## config.mk

```make
export PLATFORM = sky130hd
export DESIGN_NAME = lotrRing
export DESIGN_NICKNAME = d
export VERILOG_FILES = /design/src/ringPkg.sv /design/src/tileMapPkg.sv /design/src/ringInjector.sv /design/src/ringTile.sv /design/src/ringCollector.sv /design/src/lotrRing.sv
export SDC_FILE = /design/constraint.sdc
export NUM_CORES = 1
export LEC_CHECK = 0
export BUFFER_PORTS_ARGS = -buffer_cell sky130_fd_sc_hd__buf_2
export CORE_UTILIZATION = 25
export CTS_BUF_LIST = sky130_fd_sc_hd__clkbuf_8
export CTS_CLUSTER_DIAMETER = 200
export DETAILED_ROUTE_END_ITERATION = 12
export MAX_ROUTING_LAYER = met4
export PLACE_DENSITY = 0.39
export RECOVER_POWER = 25
export SYNTH_ARGS = -nofsm -noshare
export SYNTH_HDL_FRONTEND = slang
export SYNTH_SLANG_ARGS = --single-unit
export TNS_END_PERCENT = 30
```

## constraint.sdc

```tcl
create_clock -name QClk -period 5.3 [get_ports QClk]
set_input_delay 1.06 -clock QClk [delete_from_list [all_inputs] [get_ports QClk]]
set_output_delay 1.06 -clock QClk [all_outputs]
set_load 0.01 [all_outputs]
```

## src/ringPkg.sv

```systemverilog
package ringPkg;

    //====================
    // ring slot fields
    //====================

    localparam int tagW  = 4;   // requestor tag, wraps at 16
    localparam int dataW = 32;  // one data word per slot
    localparam int addrW = 32;  // full byte-style address, see tileMapPkg for fields

    //====================
    // message kinds
    //====================

    // requests sit in the low half, responses in the high half
    typedef enum logic [2:0] {
        OP_RD       = 3'd0,  // read one word
        OP_WR       = 3'd1,  // write one word
        OP_BCAST_WR = 3'd2,  // write same word index in every tile
        OP_RD_RSP   = 3'd4,  // read data back
        OP_WR_RSP   = 3'd5,  // write done
        OP_ERR_RSP  = 3'd6   // nobody claimed the request
    } opcodeT;

    // true for the three request kinds
    function automatic logic isRequest(opcodeT op);
        return op inside {OP_RD, OP_WR, OP_BCAST_WR};
    endfunction

    // a slot is (valid, tag, opcode, address, data), carried as loose signals
    // the same slot is reused for the response, so the ring never needs a
    // second channel or any buffering

endpackage

```

## src/tileMapPkg.sv

```systemverilog
package tileMapPkg;

    //====================
    // address map
    //====================

    // address layout, low bits only
    //   [coreIdLsb +: coreIdW]  target tile
    //   [wordIdxW-1:0]          word inside the tile store
    // all other bits are ignored by the tiles

    localparam int coreIdW   = 4;   // core ids 1..14 used, 0 and 15 unclaimed
    localparam int coreIdLsb = 8;   // core id field starts at bit 8

    //====================
    // local store
    //====================

    localparam int wordIdxW = 4;               // word index from addr[3:0]
    localparam int memDepth = 2 ** wordIdxW;   // 16 words per tile

    // broadcast writes use only the word index, the core id field
    // of a broadcast is don't care

endpackage

```

## src/ringInjector.sv

```systemverilog
module ringInjector
import ringPkg::*;
(
    input  logic              QClk,
    input  logic              arstN,
    // host request strobe
    input  logic              hostReqValid,
    input  opcodeT            hostReqOpcode,
    input  logic [addrW-1:0]  hostReqAddress,
    input  logic [dataW-1:0]  hostReqData,
    // from collector
    input  logic              drained,
    // ring origin slot
    output logic              slotValid,
    output logic [tagW-1:0]   slotTag,
    output opcodeT            slotOpcode,
    output logic [addrW-1:0]  slotAddress,
    output logic [dataW-1:0]  slotData,
    // in-flight count
    output logic [4:0]        hostOutstanding
);

logic [tagW-1:0] tagCnt;   // next tag to hand out

//====================
// control
//====================
always_ff @(posedge QClk or negedge arstN) begin
    if (!arstN) begin
        slotValid       <= 1'b0;
        tagCnt          <= '0;
        hostOutstanding <= '0;
    end else begin
        slotValid <= hostReqValid;  // origin slot always free, take every strobe
        if (hostReqValid) begin
            tagCnt <= tagCnt + 1'b1;  // wraps at 16
        end
        // up on accept, down on drain, both may hit in one cycle
        hostOutstanding <= hostOutstanding + 5'(hostReqValid) - 5'(drained);
    end
end

//====================
// payload
//====================
always_ff @(posedge QClk) begin
    if (hostReqValid) begin
        slotTag     <= tagCnt;
        slotOpcode  <= hostReqOpcode;
        slotAddress <= hostReqAddress;
        slotData    <= hostReqData;
    end
end

// no stall path, the returning slot is drained at the origin
// so slot 0 is never occupied when the host strobes

endmodule

```

## src/ringTile.sv

```systemverilog
module ringTile
import ringPkg::*;
import tileMapPkg::*;
#(
    parameter int coreId = 1   // set by the generate loop in lotrRing
)
(
    input  logic              QClk,
    input  logic              arstN,
    // slot from previous ring stop
    input  logic              inValid,
    input  logic [tagW-1:0]   inTag,
    input  opcodeT            inOpcode,
    input  logic [addrW-1:0]  inAddress,
    input  logic [dataW-1:0]  inData,
    // slot to next ring stop
    output logic              outValid,
    output logic [tagW-1:0]   outTag,
    output opcodeT            outOpcode,
    output logic [addrW-1:0]  outAddress,
    output logic [dataW-1:0]  outData
);

localparam logic [coreIdW-1:0] myId = coreIdW'(coreId);

logic [dataW-1:0]    store [memDepth];  // local store
logic [memDepth-1:0] wordValid;         // word written since reset

logic [coreIdW-1:0]  slotCoreId;
logic [wordIdxW-1:0] wordIdx;
logic                hit;
logic                claimRd;
logic                claimWr;
logic                bcastWr;
logic                doWrite;
logic [dataW-1:0]    readWord;
opcodeT              nextOpcode;
logic [dataW-1:0]    nextData;

//====================
// decode
//====================
assign slotCoreId = inAddress[coreIdLsb +: coreIdW];
assign wordIdx    = inAddress[wordIdxW-1:0];
assign hit        = inValid && (slotCoreId == myId);

assign claimRd = hit && (inOpcode == OP_RD);
assign claimWr = hit && (inOpcode == OP_WR);
assign bcastWr = inValid && (inOpcode == OP_BCAST_WR);  // every tile, any core id
assign doWrite = claimWr || bcastWr;

// unwritten words read as zero
assign readWord = wordValid[wordIdx] ? store[wordIdx] : '0;

// turn the slot into its response in place
always_comb begin
    nextOpcode = inOpcode;  // forward by default
    nextData   = inData;
    if (claimRd) begin
        nextOpcode = OP_RD_RSP;
        nextData   = readWord;  // old content, no write in a read slot
    end else if (claimWr) begin
        nextOpcode = OP_WR_RSP;
    end
    // broadcast passes on unchanged, collector answers it
end

//====================
// store
//====================
always_ff @(posedge QClk) begin
    if (doWrite) begin
        store[wordIdx] <= inData;
    end
end

always_ff @(posedge QClk or negedge arstN) begin
    if (!arstN) begin
        wordValid <= '0;  // whole store reads 0 after reset
    end else if (doWrite) begin
        wordValid[wordIdx] <= 1'b1;
    end
end

//====================
// output slot
//====================
always_ff @(posedge QClk or negedge arstN) begin
    if (!arstN) begin
        outValid <= 1'b0;
    end else begin
        outValid <= inValid;  // one cycle per stop, served or not
    end
end

always_ff @(posedge QClk) begin
    if (inValid) begin
        outTag     <= inTag;
        outOpcode  <= nextOpcode;
        outAddress <= inAddress;
        outData    <= nextData;
    end
end

// a request is only served once, a response slot has a response
// opcode and is never claimed again further down the ring
// (isRequest is checked at the collector)

endmodule

```

## src/ringCollector.sv

```systemverilog
module ringCollector
import ringPkg::*;
(
    input  logic              QClk,
    input  logic              arstN,
    // slot coming back to the ring origin
    input  logic              inValid,
    input  logic [tagW-1:0]   inTag,
    input  opcodeT            inOpcode,
    input  logic [addrW-1:0]  inAddress,
    input  logic [dataW-1:0]  inData,
    // host response strobe
    output logic              hostRspValid,
    output logic [tagW-1:0]   hostRspTag,
    output opcodeT            hostRspOpcode,
    output logic [dataW-1:0]  hostRspData,
    // to injector
    output logic              drained
);

opcodeT rspOpcode;

// a request that made it all the way round was not served
always_comb begin
    rspOpcode = inOpcode;
    if (isRequest(inOpcode)) begin
        if (inOpcode == OP_BCAST_WR) begin
            rspOpcode = OP_WR_RSP;  // every tile wrote it
        end else begin
            rspOpcode = OP_ERR_RSP;  // core id nobody owns
        end
    end
end

// slot leaves the ring at this edge
assign drained = inValid;

//====================
// host response
//====================
always_ff @(posedge QClk or negedge arstN) begin
    if (!arstN) begin
        hostRspValid  <= 1'b0;
        hostRspTag    <= '0;
        hostRspOpcode <= OP_ERR_RSP;  // idle value, still a response kind
        hostRspData   <= '0;
    end else begin
        hostRspValid <= inValid;
        if (inValid) begin
            hostRspTag    <= inTag;
            hostRspOpcode <= rspOpcode;
            hostRspData   <= inData;  // error keeps request data
        end
    end
end

// address only matters on the way round, the host matches by tag

endmodule

```

## src/lotrRing.sv

```systemverilog
module lotrRing
import ringPkg::*;
#(
    parameter int numTiles = 3   // 1..14, core ids 1..numTiles
)
(
    input  logic              QClk,
    input  logic              arstN,
    // host request
    input  logic              hostReqValid,
    input  opcodeT            hostReqOpcode,
    input  logic [addrW-1:0]  hostReqAddress,
    input  logic [dataW-1:0]  hostReqData,
    // host response
    output logic              hostRspValid,
    output logic [tagW-1:0]   hostRspTag,
    output opcodeT            hostRspOpcode,
    output logic [dataW-1:0]  hostRspData,
    output logic [4:0]        hostOutstanding
);

//====================
// ring slots
//====================
// index = ring position, 0 is the origin, numTiles returns to the origin
logic              slotValid   [0:numTiles];
logic [tagW-1:0]   slotTag     [0:numTiles];
opcodeT            slotOpcode  [0:numTiles];
logic [addrW-1:0]  slotAddress [0:numTiles];
logic [dataW-1:0]  slotData    [0:numTiles];

logic drained;  // collector -> injector

//====================
// origin
//====================
ringInjector ringInjector0 (
    .QClk            (QClk),
    .arstN           (arstN),
    .hostReqValid    (hostReqValid),
    .hostReqOpcode   (hostReqOpcode),
    .hostReqAddress  (hostReqAddress),
    .hostReqData     (hostReqData),
    .drained         (drained),
    .slotValid       (slotValid[0]),
    .slotTag         (slotTag[0]),
    .slotOpcode      (slotOpcode[0]),
    .slotAddress     (slotAddress[0]),
    .slotData        (slotData[0]),
    .hostOutstanding (hostOutstanding)
);

//====================
// tiles
//====================
for (genvar k = 1; k <= numTiles; k++) begin : genTile
    ringTile #(
        .coreId (k)
    ) ringTile0 (
        .QClk       (QClk),
        .arstN      (arstN),
        .inValid    (slotValid[k-1]),    // from previous stop
        .inTag      (slotTag[k-1]),
        .inOpcode   (slotOpcode[k-1]),
        .inAddress  (slotAddress[k-1]),
        .inData     (slotData[k-1]),
        .outValid   (slotValid[k]),      // to next stop
        .outTag     (slotTag[k]),
        .outOpcode  (slotOpcode[k]),
        .outAddress (slotAddress[k]),
        .outData    (slotData[k])
    );
end

// ring closure, last slot drains back at the origin
ringCollector ringCollector0 (
    .QClk          (QClk),
    .arstN         (arstN),
    .inValid       (slotValid[numTiles]),
    .inTag         (slotTag[numTiles]),
    .inOpcode      (slotOpcode[numTiles]),
    .inAddress     (slotAddress[numTiles]),
    .inData        (slotData[numTiles]),
    .hostRspValid  (hostRspValid),
    .hostRspTag    (hostRspTag),
    .hostRspOpcode (hostRspOpcode),
    .hostRspData   (hostRspData),
    .drained       (drained)
);

endmodule

```

==> results.cfg, run 1 <==
[worst_setup_path]
worst_path_largest_cell_delay_ns = 1.10
arrival_time_of_data_at_the_critical_path_endpoint_ns = 4.33
path_common_cell = buf_4
critical_path_required_ns = 5.92
timing.critical_path.to_type = register
cp.depth = 6
timing.critical_path.max_delay_family = simple AND/OR/NAND/NOR gates
start_kind = register
reg2reg_slack_ns = 1.59
ff2ff_path_depth = 6
cp.buffers_inverters = 2
timing.rr.start = genTile[1].ringTile0.outValid$_DFF_PN0_
crit_slowest_cell = nor2_4
cp_cell_sequence = buf_4 -> and3b_1 -> a41o_1 -> nand4bb_1 -> nor2_4 -> buf_4
timing.critical_path.fanout_max = 53
critical_path.reg2reg.endpoint = genTile[2].ringTile0.store[9][26]$_DFFE_PP_
critical_path_class = register to register

[yosys]
yosys_register_bits = 1829
synth-async-reset-ratio_pct = 5.52
synthesis.instances = 3159
synthesis.area_sq_um = 69900
ys_seq_area_share_pct = 77.7
yosys_most_used_dff = edfxtp_1
syn-mean-instance-area_sq_um = 22.1
synth_largest_type_area_fraction_pct = 73.7
synthesis.yosys.warnings = 0
synth_enable_flop_cells = 1716
ys_types = 43
synth.area.top_cells = edfxtp_1 (74%), mux4_2 (13%), dfrtp_1 (3.5%), a22o_1 (2.4%), o31ai_2 (1.6%)
yosys.area.top_type = edfxtp_1
syn_nets = 3236

[die]
row_count = 193
floorplan.die.width_microns = 531
die-height_microns = 531
top_level_ports = 115
fp.dieArea_sq_um = 282000
initial_core_util_pct = 25.2
core-area_sq_um = 277000

[clock_tree]
cts_buffer_depth = 4
tritoncts_num_sinks = 1829
htree_levels = 5
numCtsBuffers = 320
tritoncts = yes
clock-root-buffer = clkbuf_8
clock_insertion_delay_worst_skew_ns = 0.95
cts_setup_buffers = 0
cts.reportedPaths.clkPinSlew_ns = 0.06

[job]
timing.max_cap.violations = 1

[placement]
placement.cell_area_sq_um = 75300
dp.final_hpwl_mm = 101
io_buffer_count = 90
gp_congestion = 0.692

[drt]
route.final.wire_length_mm = 173
drc = 0
initialDrtViolationCount = 2012
postRouteAntennaNets = 0
wire_per_inst_microns = 23.3
detailroute.via_count = 31990
vias_per_cell = 4.30
length_of_the_first_detailed_routing_pass_in_iterations = 5

[worst_hold_path]
hold_path_class = input port to register
worst_hold_path.endpoint = ringInjector0.slotData[15]$_DFFE_PP_
holdPathStages = 1
holdCritStartpoint = hostReqData[15]

[timing]
layout_min_cycle_time_ns = 3.71
clock-skew-final_ns = 0.0442
maxClockFrequency_mhz = 269
part_of_the_cycle_the_worst_path_needs_pct = 70.1
setup_violations = 0
timing_worst_slew_pin_value_ns = 1.83
grt_setup_unrepaired = no
hold_violations = 0
worst_slew_margin_rel_pct = -22.0
max_transition_viols_final = 28
setup_tns_ns = 0

[cells_and_area]
num-fill-cells = 27283
share_of_final_layout_standard_cells_stronger_than_drive_strength_1_pct = 31.7
nets = 3563
syn2layout_area_growth_pct = 15.9
finish.instance_area_sq_um = 81000

[global_route]
grt_start_max_net_pins = 83
grt_use_total_pct = 12.6
grt_residual_overflow = 0
first_global_vias = 34474
initial_antenna_violation_count = 11
grt_pass1_wl_mm = 251

[power_and_ir_drop]
power.ir.vdd_worst_mv = 0.187
pwr_cell_area_nw_per_um2 = 380
power_leakage_nw = 26.0

[outcome]
result_of_the_run = finished, violations left
failed_checks = capacitance limit, slew limit
==> per-stage QoR <==
stage	worst slack [ns]	hold slack, ns	util (%)	power (mW)	instances
floorplan	1.11	0.376	-	18.4	3159
global placement	1.45	0.401	27.2	19.2	6868
detailed placement	1.39	0.405	27.2	19.3	6868
CTS	1.35	0.151	29.2	31.4	7426
global route	1.24	0.176	29.2	32.1	7429
finish	1.59	0.286	29.2	30.8	7431
==> sequential cells by signal (all words and copies together), names as in the netlist, named ones only <==
register                       count
genTile.ringTile0.outAddress      16
genTile.ringTile0.outData         96
genTile.ringTile0.outOpcode        9
genTile.ringTile0.outTag          12
genTile.ringTile0.outValid         3
genTile.ringTile0.store         1536
genTile.ringTile0.wordValid       48
ringCollector0.hostRspData        32
ringCollector0.hostRspOpcode       3
ringCollector0.hostRspTag          4
ringCollector0.hostRspValid        1
ringInjector0.hostOutstanding      5
ringInjector0.slotAddress          8
ringInjector0.slotData            32
ringInjector0.slotOpcode           3
ringInjector0.slotTag              4
ringInjector0.slotValid            1
ringInjector0.tagCnt               4
==> power by group <==
group | switching [mW] | leakage (nW) | total [mW] | internal [mW]
registers | 0.500 | 16.9 | 16.7 | 16.2
clock network | 5.81 | 3.32 | 11.9 | 6.08
logic | 1.17 | 5.76 | 2.17 | 1.01
==> area by class of cell <==
| class | count | area [sq um] | area share, % |
|---|---|---|---|
| flip-flops and latches | 1829 | 54300 | 67.1 |
| diodes | 5 | 12.5 | 0.0155 |
| clock buffers | 339 | 4670 | 5.76 |
| multi-input cells | 1128 | 14900 | 18.3 |
| repair buffers | 197 | 1430 | 1.77 |
| inverters | 10 | 37.5 | 0.0464 |
| well taps | 3705 | 4640 | 5.73 |
| clock inverters | 218 | 1010 | 1.25 |
==> worst max path at each step <==
stage,startpoint,slack (ns),end
after detailed placement,genTile[1].ringTile0.outValid$_DFF_PN0_,1.39,genTile[2].ringTile0.store[9][11]$_DFFE_PP_
final,genTile[1].ringTile0.outValid$_DFF_PN0_,1.59,genTile[2].ringTile0.store[9][26]$_DFFE_PP_
after floorplan,ringInjector0.slotValid$_DFF_PN0_,1.11,genTile[1].ringTile0.store[12][0]$_DFFE_PP_
after global routing,genTile[1].ringTile0.outValid$_DFF_PN0_,1.24,genTile[2].ringTile0.store[9][28]$_DFFE_PP_
after global placement,genTile[1].ringTile0.outValid$_DFF_PN0_,1.45,genTile[2].ringTile0.store[9][11]$_DFFE_PP_
after CTS,genTile[1].ringTile0.outValid$_DFF_PN0_,1.35,genTile[2].ringTile0.store[9][26]$_DFFE_PP_
==> synth_stat cells (all sizes together) (3+ instances only) <==
master   number
and3          3
inv          10
nand3         3
dfxtp        12
and3b         3
mux4        396
nor2        146
nand4         4
nor4b         4
a21oi         3
nand2       103
clkbuf       88
a22oi         3
mux2         50
or2           3
nand2b        6
a41o          3
o21bai       36
buf         104
nor2b        19
a31o          6
ha            6
xnor2         6
a21o         11
dfrtp        99
o31ai        96
a22o        192
and2         12
nand4b        3
nand4bb       6
edfxtp     1716
==> worst register-to-register path: stages (launching register included) <==
cell and delay, ns:
dfrtp_2 0.35, buf_4 0.55, and3b_1 0.26, a41o_1 0.16, nand4bb_1 0.58, nor2_4 1.10, buf_4 0.39
==> layer usage <==
layer	up-vias	track usage, %	share of wire, %
met5	-	-	0
met4	0	3.10	2.2
met3	321	2.28	3.8
met2	649	20.6	49
met1	17102	16.1	45
li1	13918	-	-
==> placed cells by master (no fill, tap or decap), drive strengths merged, types with 4 or more instances in the layout <==
| cell type | n |
|---|---|
| bufinv | 4 |
| mux2 | 50 |
| nand4bb | 6 |
| clkinv | 91 |
| nor4b | 4 |
| a31o | 6 |
| dfxtp | 12 |
| a22o | 192 |
| ha | 6 |
| buf | 173 |
| clkinvlp | 6 |
| edfxtp | 1716 |
| clkbuf | 362 |
| nand4 | 4 |
| diode | 5 |
| mux4 | 396 |
| o21bai | 36 |
| xnor2 | 6 |
| dfrtp | 99 |
| nor2b | 19 |
| nand2 | 103 |
| nor2 | 146 |
| and2 | 12 |
| o31ai | 96 |
| nand2b | 6 |
| a21o | 11 |
| inv | 127 |
==> cell families (layout without fill, tap and decap cells) <==
| logic type | count (synthesis) | in the layout | synth area share, % |
|---|---|---|---|
| AO/OA/AOI/OAI | 351 | 351 | 4.77 |
| XOR/XNOR | 7 | 7 | 0.0877 |
| adder cells (fa/ha/maj) | 7 | 7 | 0.136 |
| buffers and inverters | 202 | 764 | 1.60 |
| flip-flops | 1829 | 1829 | 77.7 |
| multiplexers | 448 | 448 | 13.6 |
| other | 0 | 5 | 0 |
| AND/OR/NAND/NOR | 315 | 315 | 2.09 |
==> timing repair <==
action / 4_1_cts / 5_1_grt
resized for setup: 0 / 0
hold buffers: 1 / 0
endpoints found under the hold margin: 19 / 0
Note: power is estimated with default switching activity, not from simulation.
==> inputs of run 2 (changes only) <==
- PLACE_DENSITY: 0.39 -> 0.4
- clock period: 5.3 -> 3.3 ns (I/O delays scaled with it)
==> run 2 against run 1 <==
  * The run now ends clean
  * Fmax rose by 37%
  * Non-clock buffer count is 105 higher
  * Setup slack got worse by 1.0 ns
  * Power increased by 61%
  * Critical path type unchanged
  * Largest cell class unchanged
==> results.cfg, run 2 (synthesized netlist as in run 1, its figures left out) <==
[worst_setup_path]
critical_path_class = register to register
timing.critical_path.fanout_max = 21
timing.critical_path.to_type = register
critical_path_required_ns = 3.95
critical_path.reg2reg.endpoint = genTile[2].ringTile0.outData[18]$_DFFE_PP_
timing.rr.start = genTile[1].ringTile0.outAddress[0]$_DFFE_PP_
ff2ff_path_depth = 5
reg2reg_slack_ns = 0.58
arrival_time_of_data_at_the_critical_path_endpoint_ns = 3.37
start_kind = register

[cells_and_area]
register_ranked_first_by_flip_flop_count = genTile.ringTile0.store
layoutNonFillerInstCount = 7529
final_core_utilization_pct = 29.7
finish.instance_area_sq_um = 82400
num-fill-cells = 27174
share_of_final_layout_standard_cells_stronger_than_drive_strength_1_pct = 32.3
most-common-layout-cells = edfxtp_1 (1716), mux4_2 (396), clkbuf_8 (337), a22o_1 (192), inv_1 (124)
final_common_cell = edfxtp_1
nets = 3668
largest_reg_flops = 1536
syn2layout_area_growth_pct = 17.9
registers_with_the_most_flip_flops = genTile.ringTile0.store x1536, genTile.ringTile0.outData x96, genTile.ringTile0.wordValid x48

[power_and_ir_drop]
switching_power_mw = 12.0
swShare_pct = 24.2
cellInternalPower_mw = 37.4
pwr_cell_area_nw_per_um2 = 599
share_clk_of_total_power_pct = 38.3
totalPowerFinal_mw = 49.4
flop_pwr_share_pct = 54.2
power_frac_comb_pct = 7.6
power.ir.vdd_worst_mv = 0.311
power_leakage_nw = 26.6

[global_route]
grt_start_max_net_pins = 53
grt_use_total_pct = 13.0
first_global_vias = 35342
grt_pass1_wl_mm = 257
initial_antenna_violation_count = 11
grt_residual_overflow = 0

[clock_tree]
htree_levels = 5
clock_insertion_delay_worst_skew_ns = 0.96
cts_buffer_depth = 4
tritoncts = yes
cts.reportedPaths.clkPinSlew_ns = 0.06
numCtsBuffers = 320
tritoncts_num_sinks = 1829
clock-root-buffer = clkbuf_8

[timing]
maxClockFrequency_mhz = 368
setup_violations = 0
layout_min_cycle_time_ns = 2.72
worst_hold_slack_ns = 0.409
hold_violations = 0
max_transition_viols_final = 0
grt_setup_unrepaired = no
clock-skew-final_ns = 0.0650
layout_setup_ws_ns = 0.582
worst_slew_margin_rel_pct = 11.5
part_of_the_cycle_the_worst_path_needs_pct = 82.4
setup_tns_ns = 0
timing_worst_slew_pin_value_ns = 1.33

[placement]
io_buffer_count = 90
place_worst_setup_slack_ns = 0.591
post-place-cells = 6929
placement.cell_area_sq_um = 76400
gp_congestion = 0.693
dp.final_hpwl_mm = 99.1

[worst_hold_path]
hold_path_class = input port to register
holdCritStartpoint = hostReqData[15]
holdPathStages = 2
worst_hold_path.endpoint = ringInjector0.slotData[15]$_DFFE_PP_

[die]
floorplan.die.width_microns = 531
fp.dieArea_sq_um = 282000
top_level_ports = 115
row_count = 193
core-area_sq_um = 277000
die-height_microns = 531
initial_core_util_pct = 25.2

[drt]
drc = 0
route.final.wire_length_mm = 178
detailroute.via_count = 32539
initialDrtViolationCount = 2350
wire_per_inst_microns = 23.7
vias_per_cell = 4.32
length_of_the_first_detailed_routing_pass_in_iterations = 7
postRouteAntennaNets = 0

[job]
timing.max_cap.violations = 0

[outcome]
result_of_the_run = complete, no violations
## run 2: final cells by class
cell class                      instances  area, sq um  share of cell area [%]
Antenna cell                            4         10.0                  0.0121
Clock buffer                          337         4640                    5.63
Clock inverter                        214          973                    1.18
Inverter                               10         37.5                  0.0455
Multi-Input combinational cell       1128        14900                    18.0
Sequential cell                      1829        54300                    65.9
Tap cell                             3705         4640                    5.62
Timing Repair Buffer                  302         2940                    3.57
## run 2: power groups by stage
stage          sequential [mW]  combinational (mW)  clock [mW]
4_1_cts                   26.8                3.87        19.7
3_5_place_dp              27.2                3.81           0
5_1_grt                   26.8                4.05        20.6
2_1_floorplan             26.9                2.69           0
3_3_place_gp              27.2                3.81           0
6_report                  26.7                3.73        18.9
## run 2: how the worst max path moves through the flow
stage	start	to	cells after the start
finish	genTile[1].ringTile0.outAddress[0]$_DFFE_PP_	genTile[2].ringTile0.outData[18]$_DFFE_PP_	5
CTS	genTile[1].ringTile0.outAddress[0]$_DFFE_PP_	genTile[2].ringTile0.outData[18]$_DFFE_PP_	5
floorplan	genTile[2].ringTile0.outValid$_DFF_PN0_	genTile[3].ringTile0.store[3][0]$_DFFE_PP_	4
detailed placement	genTile[1].ringTile0.outAddress[0]$_DFFE_PP_	genTile[2].ringTile0.outData[18]$_DFFE_PP_	5
global placement	genTile[1].ringTile0.outAddress[0]$_DFFE_PP_	genTile[2].ringTile0.outData[18]$_DFFE_PP_	5
global route	genTile[1].ringTile0.outAddress[0]$_DFFE_PP_	genTile[2].ringTile0.outData[18]$_DFFE_PP_	5
## run 2: repair_timing
item                                   4_1_cts  5_1_grt
endpoints found under the hold margin       83        0
gates resized for setup                      0        0
hold buffers                                45        0
buffers inserted                             0        0
## run 2: layer usage
layer | vias up | part of all wire [%] | GRT usage [%] | wire, microns
met3 | 313 | 3.5 | 2.20 | 6230
li1 | 14129 | - | - | -
met1 | 17475 | 44 | 16.4 | 78700
met2 | 622 | 50 | 21.7 | 89600
met5 | - | 0 | - | 0
met4 | 0 | 2.1 | 3.10 | 3700
## run 2: worst max-delay path, stage by stage (launching register included)
cell	delay, ns
edfxtp_1	0.75
mux4_2	0.58
a22oi_1	0.19
and3_2	0.43
buf_12	0.26
o31ai_2	0.13
